$ cat config.mk
export PLATFORM = sky130hd
export DESIGN_NAME = mem_cpl_tx
export DESIGN_NICKNAME = d
export VERILOG_FILES = /design/src/mem_pkg.sv /design/src/mem_fifo.sv /design/src/mem_cpl_tx.sv
export VERILOG_INCLUDE_DIRS = /design/src
export SDC_FILE = /design/constraint.sdc
export NUM_CORES = 1
export LEC_CHECK = 0
export BUFFER_PORTS_ARGS = -buffer_cell sky130_fd_sc_hd__buf_2
export CORE_UTILIZATION = 55
export DETAILED_ROUTE_END_ITERATION = 7
export PLACE_DENSITY = 0.75
export SYNTH_ARGS = -nofsm -noshare
export SYNTH_HDL_FRONTEND = slang
export SYNTH_HIERARCHICAL = 1
export SYNTH_SLANG_ARGS = --single-unit
$ cat constraint.sdc
create_clock -name clock -period 7.6 [get_ports clock]
set_input_delay 1.52 -clock clock [delete_from_list [all_inputs] [get_ports clock]]
set_output_delay 1.52 -clock clock [all_outputs]
set_load 0.02 [all_outputs]
$ cat src/mem_params.svh
`ifndef MEM_PARAMS_SVH
`define MEM_PARAMS_SVH

// main memory array, 64-bit lines
`define MEM_64BIT_LINES 64
`define MEM_SIZE_IN_BYTES (`MEM_64BIT_LINES * 8)

// tags 1..15 are real
// tag 0 means no tag on the bus
`define NUM_MEM_TAGS 15

// cycles from response to earliest data return
`define MEM_LATENCY_IN_CYCLES 6

// request queue in front of the issue unit
`define REQ_FIFO_DEPTH 4

// completion queue, sized for every tag in flight
`define CPL_FIFO_DEPTH 16

`endif

$ cat src/mem_pkg.sv
package mem_pkg;

	////////////////////////////////////////////////////////////
	// memory bus
	////////////////////////////////////////////////////////////

	typedef enum logic [1:0] {
		bus_none  = 2'b00,
		bus_load  = 2'b01,
		bus_store = 2'b10
	} bus_command_t;

	////////////////////////////////////////////////////////////
	// client side
	////////////////////////////////////////////////////////////

	// one load or store from the client
	typedef struct packed {
		bus_command_t cmd;
		logic [7:0]   id;
		logic [63:0]  addr;
		logic [63:0]  data;
	} mem_req_t;

	// accepted load, issue unit to tag table
	typedef struct packed {
		logic       valid;
		logic [3:0] tag;
		logic [7:0] id;
	} mem_issue_t;

	// returned load data for the client
	typedef struct packed {
		logic [7:0]  id;
		logic [63:0] data;
	} mem_cpl_t;

endpackage

$ cat src/mem_fifo.sv
`timescale 1ns/10ps

module mem_fifo #(
	parameter type payload_t = logic [7:0],
	parameter int  DEPTH     = 4
) (
	input  logic                       clock,
	input  logic                       rst_n,
	input  logic                       push,
	input  payload_t                   push_data,
	input  logic                       pop,
	output payload_t                   head,
	output logic                       empty,
	output logic                       full,
	output logic [$clog2(DEPTH+1)-1:0] count
);
	localparam int PTR_W = (DEPTH > 1) ? $clog2(DEPTH) : 1;

	payload_t         slots [DEPTH];
	logic [PTR_W-1:0] rd_ptr;
	logic [PTR_W-1:0] wr_ptr;

	assign head  = slots[rd_ptr];
	assign empty = (count == '0);
	assign full  = (count == DEPTH);

	// pointers and occupancy
	always_ff @(posedge clock) begin
		if (!rst_n) begin
			rd_ptr <= '0;
			wr_ptr <= '0;
			count  <= '0;
		end else begin
			if (push)
				wr_ptr <= (wr_ptr == PTR_W'(DEPTH - 1)) ? '0 : wr_ptr + 1'b1;
			if (pop)
				rd_ptr <= (rd_ptr == PTR_W'(DEPTH - 1)) ? '0 : rd_ptr + 1'b1;
			case ({push, pop})
				2'b10:   count <= count + 1'b1;
				2'b01:   count <= count - 1'b1;
				default: count <= count;
			endcase
		end
	end

	// storage
	always_ff @(posedge clock) begin
		if (push)
			slots[wr_ptr] <= push_data;
	end

	// callers must look at full and empty first
	a_no_overflow: assert property (@(posedge clock) disable iff (!rst_n) push |-> !full);
	a_no_underflow: assert property (@(posedge clock) disable iff (!rst_n) pop |-> !empty);

endmodule

$ cat src/mem_cpl_tx.sv
`timescale 1ns/10ps
`include "mem_params.svh"

module mem_cpl_tx (
	input  logic              clock,
	input  logic              rst_n,
	input  logic              cpl_push,
	input  mem_pkg::mem_cpl_t cpl_data,
	output logic              cpl_out_req,
	output mem_pkg::mem_cpl_t cpl_out,
	input  logic              cpl_out_ack,
	output logic              cpl_taken
);
	import mem_pkg::*;

	typedef enum logic [1:0] {tx_idle, tx_req, tx_ack_low} tx_state_t;

	tx_state_t state;
	mem_cpl_t  cpl_head;
	logic      cpl_empty;

	// pop frees a load credit
	assign cpl_taken   = (state == tx_idle) && !cpl_empty;
	assign cpl_out_req = (state == tx_req);

	always_ff @(posedge clock) begin
		if (!rst_n) begin
			state <= tx_idle;
		end else begin
			case (state)
				tx_idle:    if (cpl_taken) state <= tx_req;
				tx_req:     if (cpl_out_ack) state <= tx_ack_low;
				default:    if (!cpl_out_ack) state <= tx_idle;
			endcase
		end
	end

	// held for the whole handshake
	always_ff @(posedge clock) begin
		if (cpl_taken)
			cpl_out <= cpl_head;
	end

	mem_fifo #(.payload_t(mem_cpl_t), .DEPTH(`CPL_FIFO_DEPTH)) u_cpl_fifo (
		.clock(clock), .rst_n(rst_n),
		.push(cpl_push), .push_data(cpl_data),
		.pop(cpl_taken), .head(cpl_head),
		.empty(cpl_empty), .full(), .count()
	);

endmodule

==> flow_metrics.env <==
export IMPL_status="complete, no violations"
export IMPL_ctsResizeCount=0
export IMPL_hold_class="reg -> reg"
export IMPL_rows=105
export IMPL_avgSynthCellArea_um2=23.6
export IMPL_numCtsBuffers=117
export IMPL_final_seq_area_mm2=0.0371
export IMPL_skew_ns=0.0284
export IMPL_hold_violations=0
export IMPL_start_kind="register"
export IMPL_cap_violations=0
export IMPL_io_buffers=149
export IMPL_max_freq_mhz=255
export IMPL_core_area_mm2=0.0826
export IMPL_setup_slack_ns=3.67
export IMPL_clk_latency_ns=0.68
export IMPL_cts_htree_levels=3
export IMPL_clkSinkCount=1243
export IMPL_place_area_mm2=0.0481
export IMPL_slew_headroom_pct=19.0
export IMPL_wl_per_cell_um=27.9
export IMPL_dp_cells=3106
export IMPL_reg2reg_depth=11
export IMPL_die_h_um=292
export IMPL_rsz0062_at_grt="false"
export IMPL_setup_tns_ns=0
export IMPL_netlist_area_mm2=0.0462
export IMPL_finalCritPeriodShare_pct=51.7
export IMPL_syn_to_final_growth_pct=11.9
export IMPL_worstHoldStart="u_cpl_fifo/count[3]"
export IMPL_grt_usage_pct=22.1
export IMPL_grt_ovfl_total=0
export IMPL_peakVddDrop_mv=0.634
export IMPL_cts_hold_buf=0
export IMPL_grt_max_degree=127
export IMPL_maxSlewViolCount=0
export IMPL_fin_cells=3326
export IMPL_yosys_warnings=6
export IMPL_p_leak_nw=16.3
export IMPL_post_cts_setup_buffers=0
export IMPL_post_place_ws_ns=3.60
export IMPL_vias_per_cell=6.33
export IMPL_critPathKind="reg -> out"
export IMPL_drive_gt1_share_pct=28.4
export IMPL_hold_slack_ns=0.537
export IMPL_grt_pass1_vias=22193
export IMPL_cts_buffer_depth=3
export IMPL_cts_tree="built"
export IMPL_nets=2240
export IMPL_dieArea_mm2=0.0852
export IMPL_grt_pass1_wl_um=139000
export IMPL_syn_num_nets=2041
export IMPL_multi_input_area_mm2=0.00862
export IMPL_routabilityCongestion=0.754
export IMPL_io_pins=150
export IMPL_cp_end_kind="output port"
export IMPL_p_total_mw=16.8
export IMPL_drtPass1Iterations=5
export IMPL_cts_root_buf="clkbuf_16"
export IMPL_ant_nets=0
export IMPL_drt_iter0_drc=2052
export IMPL_dp_hpwl_um=47800
export IMPL_fin_util_pct=62.6
export IMPL_cp_startpoint="u_cpl_fifo/count[0]"
export IMPL_setup_violations=0
export IMPL_syn_inst=1956
export IMPL_path_max_fanout=43
export IMPL_r2r_slack_ns=4.22
export IMPL_clk_pin_slew_ns=0.06
export IMPL_worstMarginPinSlew_ns=1.21
export IMPL_crit_required_ns=6.08
export IMPL_finalCriticalPeriod_ns=3.93
export IMPL_vias=21064
export IMPL_antenna_found_initial=6
export IMPL_postLayoutCellArea_mm2=0.0517
export IMPL_drc=0
export IMPL_hold_path_depth=2
export IMPL_fill_cells=5228
export IMPL_die_w_um=292
export IMPL_arrival_ns=2.41
export IMPL_power_density_mw_per_mm2=325
export IMPL_start_util_pct=55.9
export IMPL_wirelength_um=92800
export IMPL_reg2reg_from="u_cpl_fifo/count[0]"
==> final timing paths <==
check | to
hold reg to reg | u_cpl_fifo/count[3]
setup reg to reg | u_cpl_fifo/count[4]
hold / removal | u_cpl_fifo/count[3]
setup / recovery | cpl_taken
==> final cells by class <==
| type | count | area share (%) |
|---|---|---|
| Sequential cell | 1243 | 71.8 |
| Multi-Input combinational cell | 609 | 16.7 |
| Clock buffer | 155 | 6.02 |
| Tap cell | 1070 | 2.59 |
| Timing Repair Buffer | 178 | 1.91 |
| Clock inverter | 62 | 0.948 |
| Inverter | 6 | 0.0435 |
| Antenna cell | 3 | 0.0145 |
==> power by group <==
group          internal, mW  switching (mW)  total, mW
clock network          3.10            2.37       5.47
logic                  1.41            1.79       3.20
registers              7.98           0.181       8.16
==> critical path, cell delays in order (launching register included) <==
cell     delay (ns)
dfxtp_1        0.36
or4_1          0.51
nor2_1         0.22
nor3_4         0.05
buf_4          0.31
buf_2          0.27
==> layer usage <==
metal	GRT usage (%)	vias up	wire length, um
met1	30.6	11222	36900
met2	36.5	932	47100
met3	3.94	138	6940
met4	6.15	6	1820
met5	0	-	37
li1	-	8766	-
==> registers in the layout, indices dropped and copies added (netlist names), named ones only <==
register / cells
u_cpl_fifo/wr_ptr: 4
u_cpl_fifo/rd_ptr: 4
state: 2
cpl_out: 72
u_cpl_fifo/count: 5
u_cpl_fifo/slots: 1152
==> cell usage in the layout (no fill, tap or decap), types with 5 or more instances in the layout <==
| cell | n |
|---|---|
| inv_1 | 6 |
| nand3_1 | 5 |
| nor2_1 | 11 |
| ha_1 | 9 |
| bufinv_16 | 7 |
| mux4_2 | 288 |
| clkinv_1 | 31 |
| clkbuf_1 | 36 |
| a21oi_1 | 6 |
| o21ai_0 | 5 |
| and2_4 | 17 |
| clkinv_2 | 16 |
| edfxtp_1 | 1224 |
| nand2_1 | 78 |
| dfxtp_1 | 17 |
| buf_4 | 27 |
| clkbuf_16 | 119 |
| a22oi_1 | 144 |
| buf_2 | 149 |
Note: power is estimated with default switching activity, not from simulation.
