[config.mk]
export PLATFORM = sky130hd
export DESIGN_NAME = mem_issue
export DESIGN_NICKNAME = d
export VERILOG_FILES = /design/src/mem_pkg.sv /design/src/mem_issue.sv
export VERILOG_INCLUDE_DIRS = /design/src
export SDC_FILE = /design/constraint.sdc
export NUM_CORES = 1
export LEC_CHECK = 0
export ABC_AREA = 1
export BUFFER_PORTS_ARGS = -buffer_cell sky130_fd_sc_hd__buf_2
export CAP_MARGIN = 20
export CORE_AREA = 2 2 114 116
export DETAILED_ROUTE_END_ITERATION = 7
export DIE_AREA = 0 0 116 118
export GPL_TIMING_DRIVEN = 0
export PLACE_DENSITY = 0.53
export SYNTH_ARGS = -nofsm -noshare
export SYNTH_HDL_FRONTEND = slang
export SYNTH_SLANG_ARGS = --single-unit
[constraint.sdc]
create_clock -name clock -period 3.4 [get_ports clock]
set_clock_uncertainty 0.1 [all_clocks]
set_input_delay 0.34 -clock clock [delete_from_list [all_inputs] [get_ports clock]]
set_output_delay 0.34 -clock clock [all_outputs]
set_load 0.02 [all_outputs]
[src/mem_params.svh]
`ifndef MEM_PARAMS_SVH
`define MEM_PARAMS_SVH

// main memory array, 64-bit lines
`define MEM_64BIT_LINES 64
`define MEM_SIZE_IN_BYTES (`MEM_64BIT_LINES * 8)

// tags 1..15 are real
// tag 0 means no tag on the bus
`define NUM_MEM_TAGS 15

// cycles from response to earliest data return
`define MEM_LATENCY_IN_CYCLES 6

// request queue in front of the issue unit
`define REQ_FIFO_DEPTH 4

// completion queue, sized for every tag in flight
`define CPL_FIFO_DEPTH 16

`endif

[src/mem_pkg.sv]
package mem_pkg;

	////////////////////////////////////////////////////////////
	// memory bus
	////////////////////////////////////////////////////////////

	typedef enum logic [1:0] {
		bus_none  = 2'b00,
		bus_load  = 2'b01,
		bus_store = 2'b10
	} bus_command_t;

	////////////////////////////////////////////////////////////
	// client side
	////////////////////////////////////////////////////////////

	// one load or store from the client
	typedef struct packed {
		bus_command_t cmd;
		logic [7:0]   id;
		logic [63:0]  addr;
		logic [63:0]  data;
	} mem_req_t;

	// accepted load, issue unit to tag table
	typedef struct packed {
		logic       valid;
		logic [3:0] tag;
		logic [7:0] id;
	} mem_issue_t;

	// returned load data for the client
	typedef struct packed {
		logic [7:0]  id;
		logic [63:0] data;
	} mem_cpl_t;

endpackage

[src/mem_issue.sv]
`timescale 1ns/10ps
`include "mem_params.svh"

module mem_issue (
	input  logic                  clock,
	input  logic                  rst_n,
	input  mem_pkg::mem_req_t     req_head,
	input  logic                  req_valid,
	output logic                  req_pop,
	output mem_pkg::bus_command_t proc2mem_command,
	output logic [63:0]           proc2mem_addr,
	output logic [63:0]           proc2mem_data,
	input  logic [3:0]            mem2proc_response,
	input  logic                  cpl_taken,
	output mem_pkg::mem_issue_t   issue
);
	import mem_pkg::*;

	localparam int CRED_W = $clog2(`CPL_FIFO_DEPTH + 1);

	typedef enum logic {s_drive, s_wait} issue_state_t;

	issue_state_t      state;
	logic [CRED_W-1:0] loads_out;
	logic [4:0]        refuse_cnt;
	logic              load_ok;
	logic              present;
	logic              accepted;
	logic              load_acc;

	// loads in flight or queued for the client
	assign load_ok  = loads_out < CRED_W'(`CPL_FIFO_DEPTH);
	assign present  = (state == s_drive) && req_valid && ((req_head.cmd != bus_load) || load_ok);
	assign accepted = (state == s_wait) && (mem2proc_response != 4'd0);
	assign load_acc = accepted && (req_head.cmd == bus_load);

	// head stays put until accepted, so a retry repeats it
	assign proc2mem_command = present ? req_head.cmd : bus_none;
	assign proc2mem_addr    = req_head.addr;
	assign proc2mem_data    = req_head.data;
	assign req_pop          = accepted;
	assign issue = '{valid: load_acc, tag: mem2proc_response, id: req_head.id};

	always_ff @(posedge clock) begin
		if (!rst_n) begin
			state      <= s_drive;
			loads_out  <= '0;
			refuse_cnt <= 5'd0;
		end else begin
			// drive one cycle, then look at the response
			state <= (state == s_drive) ? (present ? s_wait : s_drive) : s_drive;
			case ({load_acc, cpl_taken})
				2'b10:   loads_out <= loads_out + 1'b1;
				2'b01:   loads_out <= loads_out - 1'b1;
				default: loads_out <= loads_out;
			endcase
			if (accepted)
				refuse_cnt <= 5'd0;
			else if (state == s_wait && refuse_cnt != 5'd31)
				refuse_cnt <= refuse_cnt + 1'b1;
		end
	end

	// a bad address is refused forever
	a_retry_bound: assert property (@(posedge clock) disable iff (!rst_n)
		refuse_cnt <= 5'd16);

endmodule

==> flow_summary.rst <==
.. list-table::
   :header-rows: 1

   * - Metric
     - Value
   * - Post-layout power
     - 0.6644 mW
   * - Reg area
     - roughly 120 µm²
   * - Routability-driven placement congestion ratio
     - ~0.71
   * - Critical path start-end classification
     - input pin to flip-flop
   * - Number of vias per cell after detailed routing
     - around 3.0
   * - Crit share post-route
     - 57.32%
   * - Synthesis-stage register bit count
     - 6
   * - Post-synth design cell area
     - 1494 µm²
   * - Final net count
     - 517
   * - Headroom to the max-slew limit
     - between 80% and 90%
   * - Peak Freq
     - between 500 and 600 MHz
   * - Layout Cells excl Fill
     - roughly 540
   * - Data arrival time at the worst-slack endpoint
     - 1.97 ns
   * - Final total negative setup slack
     - 0 ns
   * - Effective utilization at floorplan
     - between 10% and 20%
   * - Maximum clock insertion buffer count
     - 2
   * - Die Width
     - 116 µm
   * - Port-buffer cells
     - 153
   * - Std-Cell Core Area
     - 12,410 µm²
   * - Post-synthesis sequential area ratio
     - 8.040%
   * - Path depth of the worst reg2reg path
     - 11
   * - Power Dens Cells
     - 260.6 nW/µm²
   * - Crit path buf inv count
     - 3
   * - Unrepaired setup endpoints after global routing
     - false
   * - Setup Fix Bufs, Post-CTS
     - 0
   * - Clock transition at the registers of the reported paths
     - roughly 0.03 ns
   * - Antenna diode count
     - 0
   * - CTS tree
     - built
   * - Placed standard-cell area
     - 2475 µm²
   * - Post-Synth Simple-Gate Area
     - 10.97%
   * - Count of mapped cells out of synthesis
     - 208
   * - Clk sink count
     - 6
   * - Critical-path cell with the highest stage delay
     - fa_1
   * - Combinational family with the most area after synthesis
     - buffers and inverters
   * - Worst-Margin Slew
     - between 0.2 and 0.25 ns
   * - Most common cell after layout, fill and taps aside
     - buf_2
   * - Via count
     - 1,590
   * - CTS root buf
     - clkbuf_16
   * - DRT iter0 DRCs
     - 17
   * - Global router's overall resource usage
     - 5.415%
   * - Mux share of post-synthesis cell area
     - 0%
   * - Pin count of the biggest net entering global routing
     - 7
   * - Depth of the CTS H-tree
     - 1
   * - Synth top area share
     - 70.85%
   * - Number of hold violations in the final report
     - 0
   * - # DRC
     - 0
   * - Nature of the critical path startpoint
     - input pin
   * - Worst path max stage delay
     - 0.43 ns
   * - Number of global-route vias before repair
     - 1,390
   * - Fraction of final layout cells sized beyond drive strength 1
     - 82.42%
   * - Initial antenna violation count
     - 0
   * - Hold slack final
     - 0.2706 ns
   * - Critical-path cell list
     - buf_2 > nor2_1 > nand2_1 > nand2_1 > nor3_2 > inv_1 > ha_1 > fa_1 > nand2_1 > nand2_1 > nand3_1 > nand3_1 > nand2_1 > inv_1
   * - Most frequent cells in the layout
     - 153 x buf_2, 141 x buf_4, 15 x nand2_1, 14 x nor2_1, 11 x inv_1
   * - Per-cell routed wire length
     - 7.976 µm
   * - Non-Filler Cell Area, Final
     - ~2500 µm²
   * - Worst Hold Launch
     - rst_n
   * - Total Wirelength
     - 4275 µm
   * - Post-DP HPWL
     - approximately 4000 µm
   * - Worst min-delay path class
     - input pin to flip-flop
   * - Critical R2R Launch
     - state
   * - Layout overhead on the synthesized area
     - 70.69%
   * - Most area-consuming cells after synthesis
     - buf_4 71%, dfxtp_1 8.0%, nand2_1 3.8%, nor2_1 3.5%, ha_1 3.4%
   * - Die height
     - about 120 µm
   * - Clock period minus worst slack
     - between 1.5 and 2 ns
   * - Quantity of gates resized following cts
     - 0
   * - Syn Nets
     - 359
   * - Synth area leader
     - buf_4
   * - Clock insertion delay at the later pin of the skew report
     - 0.23 ns
   * - Status
     - complete, no violations
   * - Number of CTS-inserted buffers
     - 3
   * - Critical path's most frequent cell
     - nand2_1
   * - Number of core rows
     - 41
   * - Xor-xnor portion of the synthesized cell area
     - 1.173%
   * - First-pass GRT wire length
     - approximately 5700 µm
   * - ANT nets after route
     - 0
   * - Setup-failing EPs final
     - 0
   * - Worst Hold Path EP
     - loads_out[1]
   * - Worst vdd rail ir drop
     - 88.07 µV
   * - 1st-pass router iterations
     - 3
   * - Slack of the worst reg-to-reg path
     - 1.48 ns
   * - Cell depth of the worst min-delay path
     - 3
   * - Total Die Area
     - approximately 14,000 µm²
   * - Unique masters post-synth
     - 15
   * - DP Cell Count
     - 533
   * - Complex-gate fraction of the synthesized area
     - 1.005%
   * - Area of the multi-input gates
     - 266.5 µm²
   * - Reported leakage power
     - 1.579 nW
   * - Count of filler cells inserted in the layout
     - 1,424
   * - Reg2reg end
     - loads_out[4]
   * - Number of top-level design ports
     - 290
   * - Synth Warn #
     - 0
   * - CTS Hold Buffers Added
     - 0
   * - CP max FO
     - 6
   * - Synth Area per Inst
     - 7.182 µm²
   * - Adder and majority cell fraction of the synthesized area
     - approximately 4.7%
   * - Cell family with most CP delay
     - simple AND/OR/NAND/NOR gates
   * - Max capacitance violation total
     - 0
   * - Leftover overflow at the end of global routing
     - 0
   * - Category of the worst setup path capture point
     - flip-flop
   * - Final max-slew violation count
     - 0
   * - Required time of the critical path
     - 3.42 ns
## cells by family (layout without fill, tap and decap cells)
group	Yosys count	count (layout)
DFF	6	6
and+or+nand+nor	38	38
adders and majority gates	5	5
AOI/OAI and AO/OA	3	3
xor gates and xnor gates	2	2
buffers and inverters	154	310
## worst max-delay path by stage
stage                    startpoint  cells after the start  slack, ns           end
2_1_floorplan  mem2proc_response[3]                     12       1.51  loads_out[3]
3_3_place_gp   mem2proc_response[0]                     14       1.15  loads_out[4]
3_5_place_dp   mem2proc_response[0]                     14       1.15  loads_out[4]
4_1_cts        mem2proc_response[0]                     14       1.39  loads_out[4]
5_1_grt        mem2proc_response[0]                     13       1.25  loads_out[3]
6_report       mem2proc_response[3]                     14       1.45  loads_out[4]
## state kept, by name (all words and copies together) (netlist names)
register / flops
state: 1
loads_out: 5
## worst register-to-register path: cells and delay by family, from the launching register on
kind	cells	cell delay, ns
adders and majority gates	2	0.72
and+or+nand+nor	7	0.60
DFF	1	0.31
buffers and inverters	2	0.09
## area by class of cell
type                       instances  share of cell area (%)
inverter                          13                   1.914
buffer                           141                   41.51
clock buffer                       3                   2.944
timing repair buffer             153                   30.03
multi-input combinational         48                   10.45
tap                              172                   8.440
sequential                         6                   4.710
## where the power goes
group | total (mW) | internal, mW | switching [mW] | leakage (nW)
combinational | 0.389 | 0.189 | 0.200 | 1.49
sequential | 0.0862 | 0.0796 | 0.00665 | 0.0499
clock | 0.189 | 0.151 | 0.0386 | 0.0370
## synth_stat cells, drive strengths merged
| library cell | instances |
|---|---|
| inv | 13 |
| dfxtp | 6 |
| xor2 | 2 |
| nand2 | 15 |
| buf | 141 |
| nor3 | 1 |
| or2 | 2 |
| fa | 1 |
| o21ai | 2 |
| ha | 4 |
| a21oi | 1 |
| nand3b | 1 |
| nand3 | 5 |
| nor2 | 14 |
## per-layer routing
| layer | GRT usage [%] | vias to the layer above | wire length (µm) |
|---|---|---|---|
| met5 | 0 | - | 0 |
| met4 | 2.679 | 0 | 82 |
| met3 | 2.266 | 4 | 707 |
| met2 | 10.93 | 155 | 2315 |
| met1 | 4.198 | 632 | 1169 |
| li1 | - | 799 | - |
## stage by stage
stage / setup slack [ns] / util, %
detailed placement: 1.155 / 19.94
global placement: 1.149 / 19.94
CTS: 1.393 / 20.54
global route: 1.250 / 20.54
floorplan: 1.514 / -
finish: 1.451 / 20.54
Note: power is estimated with default switching activity, not from simulation.
