### src/mem_params.svh
`ifndef MEM_PARAMS_SVH
`define MEM_PARAMS_SVH

// main memory array, 64-bit lines
`define MEM_64BIT_LINES 64
`define MEM_SIZE_IN_BYTES (`MEM_64BIT_LINES * 8)

// tags 1..15 are real
// tag 0 means no tag on the bus
`define NUM_MEM_TAGS 15

// cycles from response to earliest data return
`define MEM_LATENCY_IN_CYCLES 6

// request queue in front of the issue unit
`define REQ_FIFO_DEPTH 4

// completion queue, sized for every tag in flight
`define CPL_FIFO_DEPTH 16

`endif

### src/mem_pkg.sv
package mem_pkg;

	////////////////////////////////////////////////////////////
	// memory bus
	////////////////////////////////////////////////////////////

	typedef enum logic [1:0] {
		bus_none  = 2'b00,
		bus_load  = 2'b01,
		bus_store = 2'b10
	} bus_command_t;

	////////////////////////////////////////////////////////////
	// client side
	////////////////////////////////////////////////////////////

	// one load or store from the client
	typedef struct packed {
		bus_command_t cmd;
		logic [7:0]   id;
		logic [63:0]  addr;
		logic [63:0]  data;
	} mem_req_t;

	// accepted load, issue unit to tag table
	typedef struct packed {
		logic       valid;
		logic [3:0] tag;
		logic [7:0] id;
	} mem_issue_t;

	// returned load data for the client
	typedef struct packed {
		logic [7:0]  id;
		logic [63:0] data;
	} mem_cpl_t;

endpackage

### src/mem_fifo.sv
`timescale 1ns/10ps

module mem_fifo #(
	parameter type payload_t = logic [7:0],
	parameter int  DEPTH     = 4
) (
	input  logic                       clock,
	input  logic                       rst_n,
	input  logic                       push,
	input  payload_t                   push_data,
	input  logic                       pop,
	output payload_t                   head,
	output logic                       empty,
	output logic                       full,
	output logic [$clog2(DEPTH+1)-1:0] count
);
	localparam int PTR_W = (DEPTH > 1) ? $clog2(DEPTH) : 1;

	payload_t         slots [DEPTH];
	logic [PTR_W-1:0] rd_ptr;
	logic [PTR_W-1:0] wr_ptr;

	assign head  = slots[rd_ptr];
	assign empty = (count == '0);
	assign full  = (count == DEPTH);

	// pointers and occupancy
	always_ff @(posedge clock) begin
		if (!rst_n) begin
			rd_ptr <= '0;
			wr_ptr <= '0;
			count  <= '0;
		end else begin
			if (push)
				wr_ptr <= (wr_ptr == PTR_W'(DEPTH - 1)) ? '0 : wr_ptr + 1'b1;
			if (pop)
				rd_ptr <= (rd_ptr == PTR_W'(DEPTH - 1)) ? '0 : rd_ptr + 1'b1;
			case ({push, pop})
				2'b10:   count <= count + 1'b1;
				2'b01:   count <= count - 1'b1;
				default: count <= count;
			endcase
		end
	end

	// storage
	always_ff @(posedge clock) begin
		if (push)
			slots[wr_ptr] <= push_data;
	end

	// callers must look at full and empty first
	a_no_overflow: assert property (@(posedge clock) disable iff (!rst_n) push |-> !full);
	a_no_underflow: assert property (@(posedge clock) disable iff (!rst_n) pop |-> !empty);

endmodule

### src/mem_req_rx.sv
`timescale 1ns/10ps
`include "mem_params.svh"

module mem_req_rx (
	input  logic              clock,
	input  logic              rst_n,
	input  logic              req_in_req,
	input  mem_pkg::mem_req_t req_in,
	output logic              req_in_ack,
	input  logic              req_pop,
	output mem_pkg::mem_req_t req_head,
	output logic              req_valid
);
	import mem_pkg::*;

	logic push;
	logic req_full;
	logic req_empty;

	// one push per handshake, held off while the queue is full
	assign push      = req_in_req && !req_in_ack && !req_full;
	assign req_valid = !req_empty;

	// ack rises with the push, falls after req drops
	always_ff @(posedge clock) begin
		if (!rst_n)
			req_in_ack <= 1'b0;
		else if (push)
			req_in_ack <= 1'b1;
		else if (!req_in_req)
			req_in_ack <= 1'b0;
	end

	mem_fifo #(.payload_t(mem_req_t), .DEPTH(`REQ_FIFO_DEPTH)) u_req_fifo (
		.clock(clock), .rst_n(rst_n),
		.push(push), .push_data(req_in),
		.pop(req_pop), .head(req_head),
		.empty(req_empty), .full(req_full), .count()
	);

endmodule

### config.mk
export PLATFORM = sky130hd
export DESIGN_NAME = mem_req_rx
export DESIGN_NICKNAME = d
export VERILOG_FILES = /design/src/mem_pkg.sv /design/src/mem_fifo.sv /design/src/mem_req_rx.sv
export VERILOG_INCLUDE_DIRS = /design/src
export SDC_FILE = /design/constraint.sdc
export NUM_CORES = 1
export LEC_CHECK = 0
export BUFFER_PORTS_ARGS = -buffer_cell sky130_fd_sc_hd__buf_4
export CORE_ASPECT_RATIO = 0.6
export CORE_UTILIZATION = 40
export DETAILED_ROUTE_END_ITERATION = 8
export GPL_TIMING_DRIVEN = 1
export HOLD_SLACK_MARGIN = 0.08
export PLACE_DENSITY = 0.58
export SYNTH_ARGS = -nofsm -noshare
export SYNTH_HDL_FRONTEND = slang
export SYNTH_SLANG_ARGS = --single-unit
### constraint.sdc
create_clock -name clock -period 5.5 [get_ports clock]
set_input_delay 1.1 -clock clock [delete_from_list [all_inputs] [get_ports clock]]
set_output_delay 1.1 -clock clock [all_outputs]
set_load 0.03 [all_outputs]
==> impl.org <==
** Global routing
- The first global-routing pass estimated just over 60000 um of wire.
- Maximum number of pins on one net before global-route repair :: 63
- Gr busiest metal :: met2
- Met1 capacity usage during global routing :: 0.220
- All-Layer GR Usage :: 0.158
- Antenna violations before repair :: 0
- Final global-route overflow total :: 0
- The number of global-route vias before repair was 9707.
- For met2 alone, demand over resource in global routing was 0.249.
- GRT met3 Usage :: 0.0445

** Placed design
- Detailed placement finished with a half-perimeter wire length of 24800 um.
- Placement Cell Area :: between 20000 and 25000 um2
- Number of buffer cells added on primary ports :: ~280
- Routability-driven placement finished with a final weighted congestion of 0.690.

** Layout
- In the final layout, the share of cells above drive strength 1 is 0.456.
- The library cell used most frequently in the layout, excluding fill and tap cells, is edfxtp_1.
- Once layout is done, the placed cells without fillers occupy roughly 25000 um2.
- Commonest cells after routing, fill and taps aside :: edfxtp_1, buf_4, mux4_2
- The final layout contains 1244 nets.
- The filler cells instantiated in the layout total around 4000.
- The number of antenna diodes in the final layout is 0.
- Area Overhead vs Synth :: 21.8%

** Synth
- For this run, the register share of the synthesized area comes to 0.816.
- Flip-flop and latch count after synthesis :: approximately 560
- Number of instances in the synthesized netlist :: 775
- The number of different library cells used by synthesis comes to 26.
- A synthesized cell averages ~27 um2.
- Summing every instance area after synthesis gives ~20000 um2.
- Synthesis Warnings :: 0
- The number of nets in the synthesized netlist is 924.

** Setup path
- Measured in cells, the most critical reg-to-reg path has a length of 4.
- Startpoint of the worst register-to-register path :: u_req_fifo.count[0]
- Counting both buffers and inverters, the worst setup path holds a total of 2.
- STA classifies the critical path startpoint as a flop.
- For this run, the slowest stage of the critical path takes 0.84 ns.
- Largest fanout on the critical path :: 35
- Among all stages on the critical path, the largest delay is contributed by dfxtp_4.
- Endpoint of the worst register-to-register path :: u_req_fifo.slots[0][75]
- Worst-path cell chain :: buf_4 > mux4_2 > buf_4
- Across all register-to-register paths, the minimum setup slack is 2.98 ns.
- In this design, the largest share of critical-path delay is due to flip-flops.
- The critical path is of the reg2out type.
- Critical path arrival :: 2.66 ns
- At the worst endpoint, the required time is between 4 and 5 ns.
- Critical path's most frequent cell :: buf_4
- STA classifies the critical path endpoint as an output pin.

** STA
- For the final database, setup skew stands at around 0.014 ns.
- The routed design could run at a clock period as short as ~3.8 ns.
- Derived from the worst setup path, the maximum achievable clock frequency is around 270 MHz.
- Setup Viol. Count Final :: 0
- Setup repair after global routing left no endpoint under its margin.
- Worst slew margin relative to its limit :: 0.467
- Hold Fails Final Rpt :: 0
- Measured slew at the worst slew-check pin :: about 0.8 ns
- The number of max-slew violations in the final report is 0.
- Hold_ws :: ~0.5 ns
- Adding up every negative setup slack in the final design gives 0 ns.
- Fraction of the cycle the final worst path needs :: 0.684

** Route
- Drc violations :: 0
- In this run the remaining antenna-violating nets after routing total 0.
- In the routed layout, each cell is associated on average with a via count of around 5.
- Dividing the detail-routed wire length by the instance count gives about 23 um.
- After the first detailed-routing iteration, the DRC count stood at between 400 and 500.
- Via Count :: a little over 9000
- First-pass iteration count of the detailed router :: 4
- For this block, the routed nets add up to 40900 um of wire.

** CTS
- TritonCTS clock tree :: yes
- At the later pin of the worst-skew pair, clock insertion delay measures between 0.5 and 0.6 ns.
- Post-CTS repair changed the size of 0 cells.
- In this run the deepest clock path goes through 3 buffers.
- Number of levels the H-tree was split into :: 2
- Clock tree synthesis found a total of approximately 560 sinks.
- Buffer count from post-CTS setup fixing :: 0
- The cell sitting at the root of the clock tree is a clkbuf_16.
- The number of hold buffers added after CTS was 0.
- Clock edge transition at the registers on the reported setup and hold paths :: ~0.06 ns
- Buffers inserted during clock tree synthesis total 51.

** Hold path
- Source of the worst hold timing path :: u_req_fifo.wr_ptr[1]
- Cell depth of the worst min-delay path :: 2
- Type of the tightest min-delay check :: reg2reg
- Endpoint of the worst hold path :: u_req_fifo.wr_ptr[1]

** Die
- Chip height :: 178 um
- The die covers roughly 52000 um2.
- between 200 and 300 I/O pins were placed.
- Measured along the x axis, the die boundary spans 295 um.
- Initial cell density of the core :: 0.411
- The region available for standard cell placement spans ~50000 um2.
- The floorplan has 63 rows.

** Run
- Max-cap check violation count :: 0

** Status
- Outcome :: complete, no violations

** Power
- In this run the static leakage power is roughly 8.3 nW.
- For this design the ratio of total power to cell area is between 300 and 400 nW/um2.
- IR analysis of the VDD net gives a maximum drop of between 0.0002 and 0.00025 V.
routing by layer:
layer | share of wire | vias up
met3 | 0.065 | 58
met2 | 0.48 | 215
li1 | - | 3977
met5 | 0 | -
met4 | 0.017 | 0
met1 | 0.44 | 4844
power by group:
part           total [W]  switching, W  internal [W]
clock            0.00350       0.00151       0.00198
combinational    0.00133      0.000794      0.000538
sequential       0.00507     0.0000780       0.00499
total            0.00990       0.00239       0.00751
through the flow:
stage           util  setup slack (ns)  total power (W)  instances
2_1_floorplan      -             0.450          0.00600        775
3_3_place_gp   0.467              2.23          0.00651       1724
3_5_place_dp   0.467              2.22          0.00652       1724
4_1_cts        0.500              1.59           0.0100       1816
5_1_grt        0.500              1.49           0.0103       1816
6_report       0.500              1.74          0.00990       1816
Yosys cell counts:
| cell | instances | area share |
|---|---|---|
| a21boi_0 | 1 | 0.00037 |
| and2_1 | 6 | 0.0018 |
| and3b_1 | 1 | 0.00043 |
| buf_12 | 11 | 0.011 |
| buf_2 | 13 | 0.0032 |
| buf_4 | 1 | 0.00037 |
| buf_6 | 5 | 0.0027 |
| clkbuf_1 | 3 | 0.00055 |
| dfxtp_1 | 10 | 0.0097 |
| edfxtp_1 | 552 | 0.81 |
| fa_1 | 1 | 0.00097 |
| ha_1 | 6 | 0.0037 |
| inv_1 | 6 | 0.0011 |
| mux2i_1 | 3 | 0.0015 |
| mux4_2 | 138 | 0.15 |
| nand2_1 | 5 | 0.00091 |
| nor2_1 | 1 | 0.00018 |
| nor2b_1 | 2 | 0.00061 |
| nor3b_1 | 1 | 0.00037 |
| o211a_1 | 1 | 0.00049 |
| o21a_1 | 1 | 0.00037 |
| o21ai_0 | 2 | 0.00049 |
| or3_1 | 2 | 0.00061 |
| or3b_1 | 1 | 0.00043 |
| xnor2_1 | 1 | 0.00043 |
| xor2_1 | 1 | 0.00043 |
cell families (layout without fill, tap and decap cells):
kind of cell / count (synthesis) / after routing / synth area share
adder cells (fa/ha/maj): 7 / 7 / 0.00463
AO/OA/AOI/OAI: 5 / 5 / 0.00170
AND/OR/NAND/NOR: 19 / 19 / 0.00536
buffers and inverters: 39 / 398 / 0.0186
flip-flops: 562 / 562 / 0.816
XOR/XNOR: 2 / 2 / 0.000852
multiplexers: 141 / 141 / 0.153
registers in the layout (all words and copies together), names as in the netlist, named ones only:
signal	cells
u_req_fifo.slots	552
u_req_fifo.count	3
u_req_fifo.rd_ptr	2
u_req_fifo.wr_ptr	2
req_in_ack	1
cell type report:
class,count,area (um2),share of cell area
tap,682,853,0.0341
inverter,6,22.5,0.000900
clock inverter,29,294,0.0117
clock buffer,63,1350,0.0540
timing repair buffer,300,2330,0.0929
sequential,562,16800,0.670
multi-input combinational,174,3410,0.136
worst max-delay path by stage:
stage,depth (start not counted),end,slack (ns)
2_1_floorplan,3,u_req_fifo.slots[1][0],0.45
3_3_place_gp,3,req_head[102],2.23
3_5_place_dp,3,req_head[130],2.22
4_1_cts,3,req_head[130],1.59
5_1_grt,3,req_head[85],1.49
6_report,3,req_head[130],1.74
worst register-to-register path, cell delays in order, from the launching register on:
cell and delay (ns):
dfxtp_1 0.37, or3b_1 0.16, and3b_1 0.38, and2_4 0.61, buf_4 0.61
(Power assumes the default switching activity.)
