**src/mem_params.svh**
```systemverilog
`ifndef MEM_PARAMS_SVH
`define MEM_PARAMS_SVH

// main memory array, 64-bit lines
`define MEM_64BIT_LINES 64
`define MEM_SIZE_IN_BYTES (`MEM_64BIT_LINES * 8)

// tags 1..15 are real
// tag 0 means no tag on the bus
`define NUM_MEM_TAGS 15

// cycles from response to earliest data return
`define MEM_LATENCY_IN_CYCLES 6

// request queue in front of the issue unit
`define REQ_FIFO_DEPTH 4

// completion queue, sized for every tag in flight
`define CPL_FIFO_DEPTH 16

`endif

```
**src/mem_pkg.sv**
```systemverilog
package mem_pkg;

	////////////////////////////////////////////////////////////
	// memory bus
	////////////////////////////////////////////////////////////

	typedef enum logic [1:0] {
		bus_none  = 2'b00,
		bus_load  = 2'b01,
		bus_store = 2'b10
	} bus_command_t;

	////////////////////////////////////////////////////////////
	// client side
	////////////////////////////////////////////////////////////

	// one load or store from the client
	typedef struct packed {
		bus_command_t cmd;
		logic [7:0]   id;
		logic [63:0]  addr;
		logic [63:0]  data;
	} mem_req_t;

	// accepted load, issue unit to tag table
	typedef struct packed {
		logic       valid;
		logic [3:0] tag;
		logic [7:0] id;
	} mem_issue_t;

	// returned load data for the client
	typedef struct packed {
		logic [7:0]  id;
		logic [63:0] data;
	} mem_cpl_t;

endpackage

```
**src/mem_tag_table.sv**
```systemverilog
`timescale 1ns/10ps
`include "mem_params.svh"

module mem_tag_table (
	input  logic                clock,
	input  logic                rst_n,
	input  mem_pkg::mem_issue_t issue,
	input  logic [3:0]          mem2proc_tag,
	input  logic [63:0]         mem2proc_data,
	output logic                cpl_push,
	output mem_pkg::mem_cpl_t   cpl_data
);
	logic [7:0]             ids [1:`NUM_MEM_TAGS];
	logic [`NUM_MEM_TAGS:1] tag_valid;

	////////////////////////////////////////////////////////////
	// ownership bits and completion strobe
	////////////////////////////////////////////////////////////

	always_ff @(posedge clock) begin
		if (!rst_n) begin
			tag_valid <= '0;
			cpl_push  <= 1'b0;
		end else begin
			cpl_push <= (mem2proc_tag != 4'd0);
			// returning tag is free again
			if (mem2proc_tag != 4'd0)
				tag_valid[mem2proc_tag] <= 1'b0;
			if (issue.valid)
				tag_valid[issue.tag] <= 1'b1;
		end
	end

	// client id per tag, completion payload
	always_ff @(posedge clock) begin
		if (issue.valid)
			ids[issue.tag] <= issue.id;
		if (mem2proc_tag != 4'd0) begin
			cpl_data.id   <= ids[mem2proc_tag];
			cpl_data.data <= mem2proc_data;
		end
	end

	// memory returns only tags that were handed out for loads
	a_tag_known: assert property (@(posedge clock) disable iff (!rst_n)
		(mem2proc_tag != 4'd0) |-> tag_valid[mem2proc_tag]);

endmodule

```
**config.mk**
```make
export PLATFORM = sky130hd
export DESIGN_NAME = mem_tag_table
export DESIGN_NICKNAME = d
export VERILOG_FILES = /design/src/mem_pkg.sv /design/src/mem_tag_table.sv
export VERILOG_INCLUDE_DIRS = /design/src
export SDC_FILE = /design/constraint.sdc
export NUM_CORES = 1
export LEC_CHECK = 0
export BUFFER_PORTS_ARGS = -buffer_cell sky130_fd_sc_hd__buf_2
export CORE_MARGIN = 2
export CORE_UTILIZATION = 58
export CTS_CLUSTER_DIAMETER = 60
export DETAILED_ROUTE_END_ITERATION = 12
export PLACE_DENSITY = 0.91
export SLEW_MARGIN = 0
export SYNTH_ARGS = -nofsm -noshare
export SYNTH_HDL_FRONTEND = slang
export SYNTH_SLANG_ARGS = --single-unit
```
**constraint.sdc**
```tcl
create_clock -name clock -period 6.3 [get_ports clock]
set_input_delay 1.26 -clock clock [delete_from_list [all_inputs] [get_ports clock]]
set_output_delay 1.26 -clock clock [all_outputs]
set_load 0.02 [all_outputs]
```
==> flow_summary.ini, run 1 <==
[yosys]
netlist_area_um2 = 6960
yosys.area_share.adder_pct = 0
syn-instance-count = 310
post-synth-top-area-cell = edfxtp_1
synth.top_cell.area_share_pct = 82.9
post_synth_main_area_contributors = edfxtp_1, mux4_2, mux4_1, mux2i_1, nor2_1
synthesized_area_fraction_occupied_by_ao_oa_aoi_and_oai_cells_pct = 2.21
synth_common_cells = edfxtp_1, nor2_1, mux4_2
sequential_area_share_after_synthesis_pct = 83.2
syn_nets = 393
ys_async_sr_fraction_pct = 0
synth-edff-count = 192
synth_top_family_by_area = multiplexers
yosys_most_used_dff = edfxtp_1
synth_warnings = 0
synth_simple_gate_area_share_pct = 3.51
post_synth.cell_area_avg_um2 = 22.4
synth.ff_latch_count = 193
synth.lib_cells_used.distinct = 30
yosys.cell_count.top_type = edfxtp_1
synth.mux.area_fraction_pct = 9.68
post_synth_xor_area_fraction_pct = 0

[power]
seq_power_share_pct = 55.3
comb_power_share_pct = 7.3
power_leakage_uw = 0.00310
p_clk_share_pct = 37.4
p_int_uw = 2120
vdd_drop_max_mv = 0.176
pwr_density_cell_nw_per_um2 = 320
net-switching-power_uw = 562
power.switching_fraction_pct = 20.9

[routing]
drt-pass1-iter-count = 4
viasPerCell = 5.71
wl_mm = 13.9
post_drt_wl_per_cell_um = 21.9
drc = 0
detail_route.iter0.violations = 303
detail-route-antenna-nets = 0
num_vias = 3624

[clock_tree]
clk_root_buffer_cell = clkbuf_16
postCtsSetupBuffers = 0
cts.clk_slew.worst_paths_ps = 60
worstSkewPairLatency_ps = 420
clockBufferDepth = 2
cts_tree = yes
tritoncts_num_sinks = 193
cts-htree-levels = 4
cts-resized-gates = 0
numCtsBuffers = 17
cts_hold_buffers = 0

[timing]
fin_tns_setup_ps = 0
slew_violations = 0
unrepaired_setup_endpoints_after_global_routing = false
timing.final.hold_violations = 0
fin_ws_ps = 3370
finalClockSkew_ps = 4.99
relSlewSlack_pct = 22.5
setup_violations = 0
timing.fmax_mhz = 341
timing.final.crit_period_ps = 2930
tightestPinTransition_ps = 1150
period_share_pct = 46.5

[finish]
final_core_util_pct = 70.8
layout_area_overhead_pct = 20.7
antenna-diode-count = 0
final_net_count = 558
post_route_cells_drive_above_1_share_pct = 43.4

[run_status]
outcome = finished clean

[die]
boundaryPins = 156
num_rows = 40
initial_core_util_pct = 58.6
chipWidth_um = 114
fp.dieH_um = 114
dieArea_um2 = 12900
floorplan.core_area_um2 = 11900

[placement]
place_congestion = 0.849
hpwlAfterDp_mm = 9.41
place_ws_ps = 2920
numPortBuffers = 155

[global_route]
number_of_antenna_violations_at_the_first_check_in_global_routing = 0
grt_start_max_net_pins = 74
grt_usage_pct = 22.3
number_of_global_route_vias_before_repair = 3668
grt_first_pass_wirelength_mm = 20.5
grt-ovfl-total = 0

[setup_path]
worst_path_max_delay_cell = buf_2
crit_required_ps = 6340
worst_setup_path_end_kind = flop
critPathBufInv = 2
rrSetupSlack_ps = 4810
worst_path_dominant_cell_family = buffers and inverters
critPathLaunchType = input pin
peak_per_stage_delay_on_the_critical_path_ps = 730
timing_worst_setup_path_type = in -> reg
worstPathArrival_ps = 2970
critical_path.cell_chain = buf_2 -> or3_2 -> buf_4
cp_max_fo = 73

[flow_run]
drv.max_cap_violation_count = 0

[min_path]
hp-class = reg -> reg
stage by stage:
step	area (µm²)	std cells	hold WS [ps]	power, µW
2_1_floorplan	6960	310	722	1620
3_3_place_gp	7840	603	757	1700
6_report	8400	635	796	2680
5_1_grt	8400	635	829	2770
3_5_place_dp	7840	603	775	1710
4_1_cts	8400	635	793	2700
cell type report:
| type | instances | area [µm²] |
|---|---|---|
| Sequential cell | 193 | 5790 |
| Tap cell | 147 | 184 |
| Clock inverter | 11 | 115 |
| Clock buffer | 21 | 440 |
| Fill cell | 696 | 3470 |
| Multi-Input combinational cell | 105 | 1070 |
| Timing Repair Buffer | 158 | 798 |
logic make-up (layout without fill, tap and decap cells):
family | Yosys count | in the layout
buffers and inverters | 12 | 190
AOI/OAI and AO/OA | 19 | 19
muxes | 38 | 38
DFF | 193 | 193
and+or+nand+nor | 48 | 48
flip-flops by register name, summed over array words and instances, names as in the netlist:
signal and count:
cpl_push 1, cpl_data 72, ids 120
worst paths after layout:
path | startpoint | endpoint | depth (start not counted)
setup reg to reg | ids[10][4] | cpl_data[68] | 3
setup / recovery | mem2proc_tag[0] | cpl_data[22] | 3
hold reg to reg | ids[11][0] | cpl_data[64] | 3
hold / removal | ids[11][0] | cpl_data[64] | 3
cells in the final DEF, fill, tap and decap left out, types with 4 or more instances in the layout:
master,count
a211o_1,5
a22oi_1,4
buf_2,155
clkbuf_1,4
clkbuf_16,17
clkinvlp_4,5
edfxtp_1,192
mux2_2,6
mux2i_1,11
mux4_1,6
mux4_2,15
nand3_1,11
nor2_1,18
tightest hold or removal path, stage by stage (launching register included):
cell and delay, ps:
edfxtp_1 310, mux4_1 210, a22oi_1 80, nand3_1 80
power by group through the flow:
stage	registers [µW]	clock network [µW]	logic, µW
after floorplan	1560	0	57.4
after global placement	1510	0	191
after detailed placement	1510	0	197
after CTS	1480	1020	198
after global routing	1490	1070	209
final	1480	1000	197
layer usage:
layer / share of wire, % / global-route usage (%) / up-vias
met4: 2.4 / 10.5 / 0
li1: - / - / 1614
met3: 8.1 / 5.90 / 27
met2: 53 / 38.8 / 204
met1: 36 / 26.1 / 1779
met5: 0 / 0 / -
Power figures use the tool's default switching activity.
==> run 2, diff against run 1 <==
--- a/config.mk
+++ b/config.mk
@@ -6,12 +6,13 @@
 export SDC_FILE = /design/constraint.sdc
 export NUM_CORES = 1
 export LEC_CHECK = 0
+export ABC_AREA = 1
 export BUFFER_PORTS_ARGS = -buffer_cell sky130_fd_sc_hd__buf_2
 export CORE_MARGIN = 2
-export CORE_UTILIZATION = 58
+export CORE_UTILIZATION = 54
 export CTS_CLUSTER_DIAMETER = 60
 export DETAILED_ROUTE_END_ITERATION = 12
-export PLACE_DENSITY = 0.91
+export PLACE_DENSITY = 0.85
 export SLEW_MARGIN = 0
 export SYNTH_ARGS = -nofsm -noshare
 export SYNTH_HDL_FRONTEND = slang
==> constraint.sdc (replaced) <==
create_clock -name clock -period 2.95 [get_ports clock]
set_input_delay 0.59 -clock clock [delete_from_list [all_inputs] [get_ports clock]]
set_output_delay 0.59 -clock clock [all_outputs]
set_load 0.02 [all_outputs]
==> run 2 against run 1 <==
Against the previous run:
- clock-buffer cell count down 1
- critical path depth up 1
- synthesized cell count up 96%
- sequential share of layout area down 4.5 points
- global-route usage up 0.44 points
- register-to-register slack worse by 3200 ps
- clock skew up 1.3 ps
- sequential power up 110%
- combinational power up 140%
- sequential cell count unchanged
- via count up 35%
- worst setup slack worse by 2200 ps
- largest power group unchanged
==> flow_summary.ini, run 2 <==
[timing]
finalClockSkew_ps = 6.28
fin_tns_setup_ps = 0
period_share_pct = 61.2
relSlewSlack_pct = 43.9
fin_ws_ps = 1150
setup_violations = 0
timing.final.hold_violations = 0
tightestPinTransition_ps = 838
timing.fmax_mhz = 554
timing.final.crit_period_ps = 1800
slew_violations = 0
unrepaired_setup_endpoints_after_global_routing = false

[finish]
layout.cells.most_common = edfxtp_1
post_route_cells_drive_above_1_share_pct = 24.9
final_net_count = 849
layout_area_overhead_pct = 19.4
final_cell_mix = edfxtp_1, nand2_1, buf_2, inv_1, nand3_1
max_flop_register = ids
biggestRegsByFlops = ids: 120 flops, cpl_data: 72 flops, cpl_push: 1 flops
largest_register_ffs = 120
filler_cell_count = 979

[yosys]
syn_nets = 690
synth_simple_gate_area_share_pct = 15.6
yosys.area_share.adder_pct = 0
yosys_most_used_dff = edfxtp_1
post_synth.cell_area_avg_um2 = 12.4
post_synth_main_area_contributors = edfxtp_1, nand2_1, nand3_1, inv_1, buf_4
synth-edff-count = 192
synth.lib_cells_used.distinct = 14
sequential_area_share_after_synthesis_pct = 76.9
post-synth-top-area-cell = edfxtp_1
synth.ff_latch_count = 193
yosys.cell_count.top_type = edfxtp_1
post_synth_xor_area_fraction_pct = 0
synth_warnings = 0
synth.mux.area_fraction_pct = 0
syn-instance-count = 607
ys_async_sr_fraction_pct = 0
synth.top_cell.area_share_pct = 76.6
synthesized_area_fraction_occupied_by_ao_oa_aoi_and_oai_cells_pct = 0
synth_common_cells = edfxtp_1, nand2_1, inv_1
synth_top_family_by_area = simple AND/OR/NAND/NOR gates
netlist_area_um2 = 7520

[power]
net-switching-power_uw = 1320
p_int_uw = 4450
power_leakage_uw = 0.00398
pwr_density_cell_nw_per_um2 = 642
comb_power_share_pct = 8.3
power.switching_fraction_pct = 22.8
seq_power_share_pct = 54.9
p_clk_share_pct = 36.9
vdd_drop_max_mv = 0.435

[flow_run]
drv.max_cap_violation_count = 0

[placement]
hpwlAfterDp_mm = 10.7
place_congestion = 0.845
place_ws_ps = 721
numPortBuffers = 155

[setup_path]
crit_required_ps = 3110
timing_worst_setup_path_type = in -> reg
worstPathArrival_ps = 1970
worst_setup_path_end_kind = flop
cp_max_fo = 46
critPathLaunchType = input pin

[global_route]
grt_first_pass_wirelength_mm = 24.4
grt-ovfl-total = 0
number_of_antenna_violations_at_the_first_check_in_global_routing = 1
grt_usage_pct = 22.7
number_of_global_route_vias_before_repair = 4670
grt_start_max_net_pins = 57

[routing]
detail-route-antenna-nets = 0
detail_route.iter0.violations = 495
wl_mm = 16.2
viasPerCell = 5.11
drc = 0
drt-pass1-iter-count = 5
post_drt_wl_per_cell_um = 16.9
num_vias = 4897

[clock_tree]
cts_tree = yes
tritoncts_num_sinks = 193
clockBufferDepth = 2
worstSkewPairLatency_ps = 430
cts-htree-levels = 4
cts-resized-gates = 0
cts.clk_slew.worst_paths_ps = 70
clk_root_buffer_cell = clkbuf_16
cts_hold_buffers = 0
numCtsBuffers = 17
postCtsSetupBuffers = 0

[die]
fp.dieH_um = 122
initial_core_util_pct = 54.8
chipWidth_um = 122
dieArea_um2 = 14900
boundaryPins = 156
floorplan.core_area_um2 = 13700
num_rows = 43

[run_status]
outcome = finished clean

[min_path]
hp-class = in -> reg
## run 2: cell types whose count changed in the layout (fill, tap and decap cells not counted), sizes merged, moves of 6 or more
cell	before	now
mux4	21	0
nand3	11	74
clkinv	4	13
mux2	6	0
mux2i	11	0
inv	0	105
nand2	1	189
## run 2: worst paths after layout
kind	from	to	slack, ps	depth (start not counted)
setup / recovery	mem2proc_tag[2]	cpl_data[48]	1150	4
hold / removal	mem2proc_data[45]	cpl_data[45]	330	1
setup reg to reg	ids[11][6]	cpl_data[70]	1650	6
hold reg to reg	ids[1][3]	cpl_data[67]	770	6
## run 2: power by group through the flow
| stage | clock network, µW | logic [µW] | registers, µW |
|---|---|---|---|
| floorplan | 0 | 157 | 3340 |
| global placement | 0 | 461 | 3220 |
| detailed placement | 0 | 471 | 3230 |
| CTS | 2150 | 476 | 3170 |
| global route | 2260 | 518 | 3170 |
| finish | 2130 | 476 | 3170 |
## run 2: cells by family (layout without fill, tap and decap cells)
family,count (synthesis),count (layout)
other,0,1
DFF,193,193
and+or+nand+nor,284,284
buffers and inverters,130,301
## run 2: cell type report
| class | instances | area [µm²] | area share [%] |
|---|---|---|---|
| clock inverters | 11 | 105 | 1.17 |
| repair buffers | 161 | 833 | 9.28 |
| inverters | 109 | 409 | 4.55 |
| clock buffers | 20 | 437 | 4.86 |
| well taps | 180 | 225 | 2.51 |
| multi-input cells | 284 | 1190 | 13.2 |
| diodes | 1 | 2.50 | 0.0279 |
| flip-flops and latches | 193 | 5790 | 64.4 |
## run 2: per-layer routing
metal | wire [µm] | track usage (%) | vias to the layer above
met3 | 1640 | 5.43 | 36
met1 | 6080 | 28.6 | 2254
li1 | - | - | 2295
met5 | 0 | 0 | -
met2 | 8100 | 37.8 | 312
met4 | 394 | 10.1 | 0
## run 2: per-stage QoR
step / instance area [µm²] / instances / power, µW / hold WS, ps / util (%)
floorplan: 7530 / 607 / 3490 / 683 / -
global placement: 8440 / 927 / 3680 / 739 / 61.5
detailed placement: 8440 / 927 / 3700 / 751 / 61.5
CTS: 8980 / 958 / 5800 / 314 / 65.5
global route: 8980 / 959 / 5950 / 317 / 65.5
finish: 8980 / 959 / 5770 / 332 / 65.5
## run 2: worst max-delay path: stages
cell and delay, ps:
buf_2 170, nor2_2 400, nand3_4 440, buf_12 340
==> run 3, diff against run 2 <==
--- a/config.mk
+++ b/config.mk
@@ -9,10 +9,10 @@
 export ABC_AREA = 1
 export BUFFER_PORTS_ARGS = -buffer_cell sky130_fd_sc_hd__buf_2
 export CORE_MARGIN = 2
-export CORE_UTILIZATION = 54
+export CORE_UTILIZATION = 49
 export CTS_CLUSTER_DIAMETER = 60
 export DETAILED_ROUTE_END_ITERATION = 12
-export PLACE_DENSITY = 0.85
+export PLACE_DENSITY = 0.81
 export SLEW_MARGIN = 0
 export SYNTH_ARGS = -nofsm -noshare
 export SYNTH_HDL_FRONTEND = slang
==> constraint.sdc (replaced) <==
create_clock -name clock -period 1.55 [get_ports clock]
set_input_delay 0.31 -clock clock [delete_from_list [all_inputs] [get_ports clock]]
set_output_delay 0.31 -clock clock [all_outputs]
set_load 0.02 [all_outputs]
==> run 3 against run 2 <==
Against the previous run:
- worst setup slack got worse by 990 ps
- clock power rose by 110%
- cell count rose by 3.2%
- combinational power rose by 97%
- sequential power rose by 90%
- core utilization fell by 4.0 points
- register-to-register slack got worse by 1200 ps
- sequential cell count did not move
- wire length rose by 0.93%
- clock-buffer cell count fell by 2
- total power rose by 97%
- critical path depth fell by 3
==> flow_summary.ini, run 3 (synthesis gave the netlist of run 2 again) <==
[timing]
unrepaired_setup_endpoints_after_global_routing = false
period_share_pct = 89.8
setup_violations = 0
slew_violations = 0
timing.final.crit_period_ps = 1390
tightestPinTransition_ps = 395
timing.final.hold_violations = 0
timing.fmax_mhz = 718
finalClockSkew_ps = 5.90
relSlewSlack_pct = 73.7

[setup_path]
critical_path.cell_chain = buf_2
worst_path_max_delay_cell = edfxtp_1
worst_setup_path_end_kind = primary output
worst_path_dominant_cell_family = flip-flops
critPathBufInv = 1
worstSetupEndpoint = cpl_data[71]
worstPathArrival_ps = 1080
rrSetupSlack_ps = 430
timing_worst_setup_path_type = reg -> out
worstReg2RegStart = ids[8][4]
r2r-end = cpl_data[68]
worstRegToRegCells = 6
path_depth = 1
peak_per_stage_delay_on_the_critical_path_ps = 450
cp_max_fo = 1
critPathLaunchType = flop
critPathLaunch = cpl_data[71]
crit_required_ps = 1240

[placement]
numPortBuffers = 155
place_congestion = 0.812
placedInstanceArea_um2 = 8690
hpwlAfterDp_mm = 10.9
dpl.cell_count = 958

[finish]
layout.cells.most_common = edfxtp_1
final_cell_mix = edfxtp_1, nand2_1, buf_2, inv_1, nand3_1
design_area_um2 = 9280
max_flop_register = ids
final_net_count = 872
biggestRegsByFlops = ids: 120 flops, cpl_data: 72 flops, cpl_push: 1 flops
filler_cell_count = 1135
largest_register_ffs = 120
layoutNonFillerInstCount = 990
post_route_cells_drive_above_1_share_pct = 27.3
layout_area_overhead_pct = 23.4
antenna-diode-count = 0

[die]
initial_core_util_pct = 49.9
num_rows = 45
chipWidth_um = 128
boundaryPins = 156
fp.dieH_um = 128
dieArea_um2 = 16400
floorplan.core_area_um2 = 15100

[global_route]
grt_usage_pct = 20.6
grt-ovfl-total = 0
grt_first_pass_wirelength_mm = 24.7
number_of_antenna_violations_at_the_first_check_in_global_routing = 0
grt-busiest-layer = met2
met2_usage_pct = 35.2
number_of_global_route_vias_before_repair = 4710
grt_use_met3_pct = 5.09
groute.layer.met1.usage_pct = 24.6
grt_start_max_net_pins = 41

[routing]
num_vias = 4903
drt-pass1-iter-count = 4
drc = 0
detail_route.iter0.violations = 431
post_drt_wl_per_cell_um = 16.5
detail-route-antenna-nets = 0
viasPerCell = 4.95
wl_mm = 16.4

[clock_tree]
cts-resized-gates = 0
postCtsSetupBuffers = 0
tritoncts_num_sinks = 193
clk_root_buffer_cell = clkbuf_16
numCtsBuffers = 17
worstSkewPairLatency_ps = 430
cts-htree-levels = 4
clockBufferDepth = 2
cts_tree = yes
cts_hold_buffers = 0
cts.clk_slew.worst_paths_ps = 70

[run_status]
outcome = finished clean

[min_path]
hp-class = in -> reg

[power]
vdd_drop_max_mv = 0.823
power_leakage_uw = 0.00414
power_uw = 11300
pwr_density_cell_nw_per_um2 = 1220

[flow_run]
drv.max_cap_violation_count = 0
-- run 3: cell types whose count changed in the layout (fill, tap and decap cells not counted), moves of 2 or more --
| cell | change |
|---|---|
| buf_12 | +5 |
| buf_4 | +18 |
| bufinv_16 | +2 |
| clkbuf_1 | -2 |
| inv_8 | -2 |
-- run 3: routing by layer --
layer / up-vias / wire length (µm)
met5: - / 0
met4: 0 / 485
met3: 27 / 1400
met2: 239 / 8390
met1: 2289 / 6100
li1: 2348 / -
-- run 3: power breakdown --
group	internal [µW]	total (µW)	leakage [µW]	switching, µW
clock	2530	4380	0.000286	1850
sequential	5970	6030	0.00185	61.6
combinational	313	936	0.00201	623
-- run 3: metrics by stage --
step | utilization [%] | hold slack, ps | setup TNS [ps] | setup WS, ps
after floorplan | - | 409 | -10610 | -145
after global placement | 57.6 | 487 | 0 | 114
after detailed placement | 57.6 | 488 | 0 | 101
after CTS | 61.5 | 40.5 | 0 | 153
after global routing | 61.5 | 37.9 | 0 | 131
final | 61.5 | 54.6 | 0 | 158
-- run 3: worst min path at each step --
| stage | to | cells past startpoint | startpoint |
|---|---|---|---|
| after global placement | cpl_data[53] | 1 | mem2proc_data[53] |
| final | cpl_data[46] | 1 | mem2proc_data[46] |
| after floorplan | cpl_data[0] | 0 | mem2proc_data[0] |
| after CTS | cpl_data[61] | 1 | mem2proc_data[61] |
| after detailed placement | cpl_data[16] | 1 | mem2proc_data[16] |
| after global routing | cpl_data[11] | 1 | mem2proc_data[11] |
-- run 3: cell type report --
cell class | instances | area [µm²] | share of cell area, %
inverter | 109 | 412 | 4.43
multi-input combinational | 284 | 1190 | 12.8
tap | 188 | 235 | 2.53
clock inverter | 14 | 163 | 1.75
clock buffer | 18 | 429 | 4.62
sequential | 193 | 5790 | 62.3
timing repair buffer | 184 | 1070 | 11.5
